[src/bypass_pkg.sv]
//~~~~~~~~~~~~~~~~~~~~~~~~~~~~~~~~~~~~~~~~~~~~~~~~~~~~~~~~~~
// Bypass network shared types
// Register address, value widths, write-back and operand
// records for the integer and floating-point classes
//~~~~~~~~~~~~~~~~~~~~~~~~~~~~~~~~~~~~~~~~~~~~~~~~~~~~~~~~~~

package bypass_pkg;

    // 32 architectural registers per class
    typedef logic [4:0] reg_addr_t;

    typedef logic [31:0] word_t;
    typedef logic [63:0] dword_t;

    // Integer result write-back
    typedef struct packed {
        logic      valid;
        reg_addr_t addr;
        word_t     value;
    } int_wb_t;

    // Floating-point result write-back
    typedef struct packed {
        logic      valid;
        reg_addr_t addr;
        dword_t    value;
    } fp_wb_t;

    // Hit is set when the value came from the bypass pipeline
    typedef struct packed {
        logic  hit;
        word_t value;
    } int_operand_t;

    typedef struct packed {
        logic   hit;
        dword_t value;
    } fp_operand_t;

    // Read ports per class
    localparam int int_read_ports = 2;
    localparam int fp_read_ports  = 3;

endpackage
[src/operand_fetch.sv]
//~~~~~~~~~~~~~~~~~~~~~~~~~~~~~~~~~~~~~~~~~~~~~~~~~~~~~~~~~~
// Operand fetch for one register class
// Bypass pipeline in front of the register file, optional
// hardwired zero register, per-port operand select
//~~~~~~~~~~~~~~~~~~~~~~~~~~~~~~~~~~~~~~~~~~~~~~~~~~~~~~~~~~

`timescale 1ns/1ns

module operand_fetch #(
    parameter type value_t      = logic [31:0],
    parameter int  BYPASS_DEPTH = 3,
    parameter int  READ_PORTS   = 2,
    parameter bit  ZERO_REG     = 1'b1
) (
    input  logic                  clk,
    input  logic                  rst_n,
    input  logic                  flush,
    input  logic                  stall,
    input  logic                  wb_en,
    input  bypass_pkg::reg_addr_t wb_addr,
    input  value_t                wb_value,
    input  bypass_pkg::reg_addr_t rd_addr [READ_PORTS],
    output logic                  rd_hit [READ_PORTS],
    output value_t                rd_value [READ_PORTS]
);
    import bypass_pkg::*;

    logic      cam_wr_en;
    logic      commit_en;
    reg_addr_t commit_addr;
    value_t    commit_value;
    logic      rf_wr_en;

    logic   cam_hit [READ_PORTS];
    value_t cam_value [READ_PORTS];
    value_t rf_value [READ_PORTS];

    // Writes to x0 never enter the pipeline
    assign cam_wr_en = wb_en && !(ZERO_REG && (wb_addr == '0));

    // Tail entry retires only on a shifting edge
    assign rf_wr_en = commit_en && !stall && !flush;

    bypass_cam #(
        .value_t      (value_t),
        .BYPASS_DEPTH (BYPASS_DEPTH),
        .READ_PORTS   (READ_PORTS)
    ) u_bypass_cam (
        .clk          (clk),
        .rst_n        (rst_n),
        .flush        (flush),
        .stall        (stall),
        .wr_en        (cam_wr_en),
        .wr_addr      (wb_addr),
        .wr_value     (wb_value),
        .rd_addr      (rd_addr),
        .rd_hit       (cam_hit),
        .rd_value     (cam_value),
        .commit_en    (commit_en),
        .commit_addr  (commit_addr),
        .commit_value (commit_value)
    );

    reg_file #(
        .value_t    (value_t),
        .READ_PORTS (READ_PORTS)
    ) u_reg_file (
        .clk      (clk),
        .rst_n    (rst_n),
        .wr_en    (rf_wr_en),
        .wr_addr  (commit_addr),
        .wr_value (commit_value),
        .rd_addr  (rd_addr),
        .rd_value (rf_value)
    );

    // Bypass overrides the register file
    always_comb begin
        for (int p = 0; p < READ_PORTS; p++) begin
            rd_hit[p]   = cam_hit[p];
            rd_value[p] = cam_hit[p] ? cam_value[p] : rf_value[p];
        end
    end

    zero_reg_untouched: assert property (
        @(posedge clk) disable iff (!rst_n)
        !(ZERO_REG && rf_wr_en && (commit_addr == '0))
    ) else $error("operand_fetch: commit to hardwired zero register");

endmodule

[src/reg_file.sv]
//~~~~~~~~~~~~~~~~~~~~~~~~~~~~~~~~~~~~~~~~~~~~~~~~~~~~~~~~~~
// Register file
// 32 entries, one synchronous write port and several
// combinational read ports
//~~~~~~~~~~~~~~~~~~~~~~~~~~~~~~~~~~~~~~~~~~~~~~~~~~~~~~~~~~

`timescale 1ns/1ns

module reg_file #(
    parameter type value_t    = logic [31:0],
    parameter int  READ_PORTS = 2
) (
    input  logic                  clk,
    input  logic                  rst_n,
    input  logic                  wr_en,
    input  bypass_pkg::reg_addr_t wr_addr,
    input  value_t                wr_value,
    input  bypass_pkg::reg_addr_t rd_addr [READ_PORTS],
    output value_t                rd_value [READ_PORTS]
);
    import bypass_pkg::*;

    localparam int NUM_REGS = 2 ** $bits(reg_addr_t);

    value_t regs [NUM_REGS];

    always_ff @(posedge clk) begin
        if (!rst_n) begin
            for (int r = 0; r < NUM_REGS; r++) begin
                regs[r] <= '0;
            end
        end else if (wr_en) begin
            regs[wr_addr] <= wr_value;
        end
    end

    // Reads see the old contents during a write cycle
    always_comb begin
        for (int p = 0; p < READ_PORTS; p++) begin
            rd_value[p] = regs[rd_addr[p]];
        end
    end

    wr_addr_known: assert property (
        @(posedge clk) disable iff (!rst_n)
        wr_en |-> !$isunknown(wr_addr)
    ) else $error("reg_file: write with unknown address");

endmodule

[src/bypass_cam.sv]
//~~~~~~~~~~~~~~~~~~~~~~~~~~~~~~~~~~~~~~~~~~~~~~~~~~~~~~~~~~
// Bypass pipeline with associative lookup
// Shifts recent results, finds the youngest match per read
// port and hands the last stage out for commit
//~~~~~~~~~~~~~~~~~~~~~~~~~~~~~~~~~~~~~~~~~~~~~~~~~~~~~~~~~~

`timescale 1ns/1ns

module bypass_cam #(
    parameter type value_t      = logic [31:0],
    parameter int  BYPASS_DEPTH = 3,
    parameter int  READ_PORTS   = 2
) (
    input  logic                  clk,
    input  logic                  rst_n,
    input  logic                  flush,
    input  logic                  stall,
    input  logic                  wr_en,
    input  bypass_pkg::reg_addr_t wr_addr,
    input  value_t                wr_value,
    input  bypass_pkg::reg_addr_t rd_addr [READ_PORTS],
    output logic                  rd_hit [READ_PORTS],
    output value_t                rd_value [READ_PORTS],
    output logic                  commit_en,
    output bypass_pkg::reg_addr_t commit_addr,
    output value_t                commit_value
);
    import bypass_pkg::*;

    typedef struct packed {
        logic      valid;
        reg_addr_t addr;
        value_t    value;
    } entry_t;

    entry_t pipe [BYPASS_DEPTH];

    logic shift_en;
    logic [BYPASS_DEPTH-1:0] match [READ_PORTS];

    assign shift_en = !flush && !stall;

    // Stage 0 takes the new write, older entries move towards the tail
    always_ff @(posedge clk) begin
        if (!rst_n || flush) begin
            for (int s = 0; s < BYPASS_DEPTH; s++) begin
                pipe[s].valid <= 1'b0;
            end
        end else if (!stall) begin
            pipe[0].valid <= wr_en;
            pipe[0].addr  <= wr_addr;
            pipe[0].value <= wr_value;
            for (int s = 1; s < BYPASS_DEPTH; s++) begin
                pipe[s] <= pipe[s-1];
            end
        end
    end

    // Address match against every valid stage
    always_comb begin
        for (int p = 0; p < READ_PORTS; p++) begin
            for (int s = 0; s < BYPASS_DEPTH; s++) begin
                match[p][s] = pipe[s].valid && (pipe[s].addr == rd_addr[p]);
            end
        end
    end

    // Lowest matching stage is the youngest write
    always_comb begin
        for (int p = 0; p < READ_PORTS; p++) begin
            rd_hit[p]   = |match[p];
            rd_value[p] = '0;
            for (int s = BYPASS_DEPTH - 1; s >= 0; s--) begin
                if (match[p][s]) begin
                    rd_value[p] = pipe[s].value;
                end
            end
        end
    end

    // Tail entry leaves towards the register file
    assign commit_en    = pipe[BYPASS_DEPTH-1].valid;
    assign commit_addr  = pipe[BYPASS_DEPTH-1].addr;
    assign commit_value = pipe[BYPASS_DEPTH-1].value;

    wr_en_known: assert property (
        @(posedge clk) disable iff (!rst_n)
        !$isunknown(wr_en)
    ) else $error("bypass_cam: wr_en is unknown");

    // A tail entry can only appear through a shifting edge
    commit_from_shift: assert property (
        @(posedge clk) disable iff (!rst_n)
        $rose(commit_en) |-> $past(shift_en && rst_n)
    ) else $error("bypass_cam: commit entry loaded without a shift");

endmodule

[config.mk]
export PLATFORM = sky130hd
export DESIGN_NAME = operand_fetch
export DESIGN_NICKNAME = d
export VERILOG_FILES = /design/src/bypass_pkg.sv /design/src/operand_fetch.sv /design/src/reg_file.sv /design/src/bypass_cam.sv
export SDC_FILE = /design/constraint.sdc
export NUM_CORES = 2
export LEC_CHECK = 0
export BUFFER_PORTS_ARGS = -buffer_cell sky130_fd_sc_hd__buf_2
export CAP_MARGIN = 40
export CORE_MARGIN = 8
export CORE_UTILIZATION = 45
export CTS_CLUSTER_SIZE = 10
export DETAILED_ROUTE_END_ITERATION = 8
export PLACE_DENSITY = 0.63
export SYNTH_ARGS = -nofsm -noshare
export SYNTH_HDL_FRONTEND = slang
export SYNTH_SLANG_ARGS = --single-unit
[constraint.sdc]
create_clock -name clk -period 5.7 [get_ports clk]
set_clock_uncertainty 0.2 [all_clocks]
set_input_delay 0.285 -clock clk [delete_from_list [all_inputs] [get_ports clk]]
set_output_delay 0.285 -clock clk [all_outputs]
set_load 0.02 [all_outputs]
==> run_results.csv <==
group,metric,value,unit
worst_setup_path,crit_arrival,4300,ps
logic_synthesis,yosys-top-cells-area,"edfxtp_1 (56%), mux4_2 (17%), and2_1 (12%)",
timing,finalSetupViolCount,0,
die,dieArea,0.147,mm²
power_and_ir_drop,leakagePower,24.2,nW
clocking,cts.sinks,1138,
placed_design,io_buffers,117,
global_route,busiest_layer,"met2",
timing,max_clock_freq,209,MHz
worst_setup_path,cp-end-kind,"primary output",
global_route,grt_pass1_vias,38200,
die,rows,135,
worst_setup_path,r2r_slack,2420,ps
die,die_y,384,µm
clocking,ctsRootBufferMaster,"clkbuf_16",
hold_path,hp-class,"in2reg",
timing,tightest_slew,975,ps
logic_synthesis,synth.net_count,4245,
layout,area_growth,12.7,%
die,start_util,45.2,%
routing,drt_iter0_drc,4978,
logic_synthesis,ys_types,38,
logic_synthesis,synth_edf_count,1138,
clocking,numCtsBuffers,134,
logic_synthesis,synth_commonest_cells,"and2_1 (1141), edfxtp_1 (1138), mux4_2 (448)",
power_and_ir_drop,p_per_area,281,mW/mm²
timing,slew_headroom,34.6,%
worst_setup_path,r2r_cells,3,
worst_setup_path,crit_end,"rd_value[1]",
timing,post-route-period-util,83.9,%
clocking,cts_resized,0,
logic_synthesis,synth_area_leader_cell,"edfxtp_1",
logic_synthesis,ys_seq_elements,1138,
logic_synthesis,synth_xor_area_share,0.431,%
timing,tns,0,ps
logic_synthesis,synth.most_common_cell,"and2_1",
global_route,grt_use_met3,7.17,%
logic_synthesis,synth_area,0.0609,mm²
global_route,grt_use_total,25.5,%
global_route,antenna_found_initial,8,
global_route,gr-usage-met2,40.1,%
logic_synthesis,synth_flop_cell,"edfxtp_1",
routing,firstDrtPassIters,6,
routing,wl,192,mm
die,core,0.135,mm²
timing,hold_viol_final,0,
logic_synthesis,synthAdderAreaFrac,0,%
worst_setup_path,worstReg2RegStart,"u_bypass_cam.pipe[0][111]",
clocking,insertion_delay,760,ps
run,drv_cap,0,
placed_design,dp_hpwl,122,mm
worst_setup_path,start_kind,"flop",
clocking,cts_tree,"yes",
logic_synthesis,synth_area_per_cell,14.5,µm²
routing,viasPerCell,6.45,
layout,design_area,0.0687,mm²
logic_synthesis,ys_seq_area_share,56.1,%
global_route,grt_use_met1,34.7,%
worst_setup_path,path_class,"reg2out",
clocking,htreeDepth,4,
layout,drive_above_1_share,27.8,%
power_and_ir_drop,ir_drop,0.259,mV
routing,drcViolationCount,0,
logic_synthesis,synth_top_family_by_area,"multiplexers",
worst_setup_path,r2r-end,"u_reg_file.regs[20][9]",
die,die_w,384,µm
global_route,grt_max_degree,127,
die,ios,118,
routing,wl_per_cell,31.9,µm
global_route,grt_pass1_wl,275,mm
worst_setup_path,cp_max_fo,33,
logic_synthesis,synth_simple_gate_area_share,15.0,%
worst_setup_path,critPathLaunch,"u_bypass_cam.pipe[0][34]",
clocking,clockBufferDepth,3,
timing,finalCriticalPeriod,4780,ps
power_and_ir_drop,p_total,0.0193,W
timing,slew_viol_final,0,
logic_synthesis,synth-compound-area-share,6.12,%
logic_synthesis,async_flop_share,0,%
global_route,grt_overflow_total,0,
placed_design,place_congestion,0.885,
logic_synthesis,yosysWarnings,0,
layout,nFillCells,11000,
routing,ant_nets,0,
layout,final_net_count,4264,
logic_synthesis,synth.mux.area_fraction,18.9,%
clocking,cts.clk_slew.worst_paths,50,ps
placed_design,post_dp_cell_area,0.0646,mm²
outcome,outcome,"complete, no violations",
worst_setup_path,cp.required,5220,ps
timing,grt_setup_unrepaired,"false",
routing,via_count,38900,
logic_synthesis,synth_cells,4193,
logic_synthesis,yosysTopAreaCellShare,56.1,%
==> power by group <==
| group | leakage, nW | internal (W) | switching (W) |
|---|---|---|---|
| sequential | 11.7 | 0.00946 | 0.000168 |
| clock | 1.80 | 0.00442 | 0.00325 |
| combinational | 10.7 | 0.000800 | 0.00120 |
| total | 24.2 | 0.0147 | 0.00462 |
==> sequential cells by signal (all words and copies together) (netlist names) <==
register	flops
u_bypass_cam.pipe	114
u_reg_file.regs	1024
==> worst max-delay path: stages, from the launching register on <==
cell,delay [ps]
edfxtp_1,520
xor2_1,200
nor4_1,440
and3_2,270
buf_4,360
or3b_2,520
buf_4,570
o32ai_1,260
buf_4,210
buf_2,150
==> stage by stage <==
stage	instances	util (%)	hold WS [ps]	setup WS [ps]
floorplan	4193	-	283	972
global placement	5756	47.0	330	1490
detailed placement	5815	47.9	334	1430
CTS	6022	50.9	77.8	897
global route	6024	50.9	128	720
finish	6030	50.9	136	918
==> placed cells by master (no fill, tap or decap), types with 5 or more instances in the layout <==
| master | netlist | routed |
|---|---|---|
| nor2_2 | 2 | 24 |
| clkbuf_1 | 342 | 16 |
| clkbuf_16 | 0 | 143 |
| nor2_1 | 97 | 65 |
| dlygate4sd3_1 | 0 | 40 |
| diode_2 | 0 | 6 |
| buf_16 | 0 | 26 |
| o32ai_2 | 58 | 58 |
| nor2_4 | 0 | 10 |
| a221oi_1 | 64 | 64 |
| and2_1 | 1141 | 1137 |
| xnor2_1 | 18 | 18 |
| buf_2 | 64 | 120 |
| buf_8 | 0 | 21 |
| edfxtp_1 | 1138 | 1138 |
| a22oi_1 | 192 | 192 |
| and3_1 | 130 | 128 |
| buf_12 | 0 | 12 |
| o32ai_1 | 6 | 6 |
| clkinv_1 | 0 | 5 |
| xor2_1 | 12 | 12 |
| buf_4 | 31 | 127 |
| o21ai_4 | 0 | 32 |
| nor2b_4 | 0 | 6 |
| mux2_2 | 128 | 128 |
| a311oi_1 | 64 | 64 |
| mux4_2 | 448 | 448 |
| nor3_1 | 66 | 64 |
| nand2_1 | 68 | 66 |
| inv_1 | 32 | 32 |
==> repair_timing <==
action,4_1_cts,5_1_grt
setup buffers,0,0
hold buffers,40,0
endpoints found under the hold margin,41,0
==> kinds of logic after synthesis <==
logic type	Yosys count
buf+inv	496
compound gates	417
flops	1138
mux	576
simple gates	1536
xor+xnor	30
==> cell type report <==
type                            instances  area [µm²]  share of cell area [%]
Clock inverter                          8        37.5                  0.0546
Clock buffer                          159        3640                    5.30
Tap cell                             1781        2230                    3.24
Sequential cell                      1138       34200                    49.8
Antenna cell                            6        15.0                  0.0219
Inverter                               32         120                   0.175
Multi-Input combinational cell       2559       25200                    36.7
Timing Repair Buffer                  347        3240                    4.71
==> metal layers <==
| metal | vias to the layer above | routed length, µm |
|---|---|---|
| met4 | 4 | 5760 |
| met3 | 357 | 21500 |
| met1 | 20200 | 75600 |
| li1 | 16100 | - |
| met5 | - | 25 |
| met2 | 2214 | 89300 |
==> worst min-delay path by stage <==
| stage | end | slack [ps] | cells past startpoint | start |
|---|---|---|---|---|
| floorplan | u_bypass_cam.pipe[0][0] | 280 | 1 | wb_value[0] |
| global placement | u_bypass_cam.pipe[0][92] | 330 | 1 | u_bypass_cam.pipe[0][54] |
| detailed placement | u_bypass_cam.pipe[0][76] | 330 | 1 | u_bypass_cam.pipe[0][38] |
| CTS | u_bypass_cam.pipe[0][56] | 80 | 3 | flush |
| global route | u_bypass_cam.pipe[0][3] | 130 | 3 | wb_value[3] |
| finish | u_bypass_cam.pipe[0][95] | 140 | 3 | flush |
Note: power is estimated with default switching activity, not from simulation.
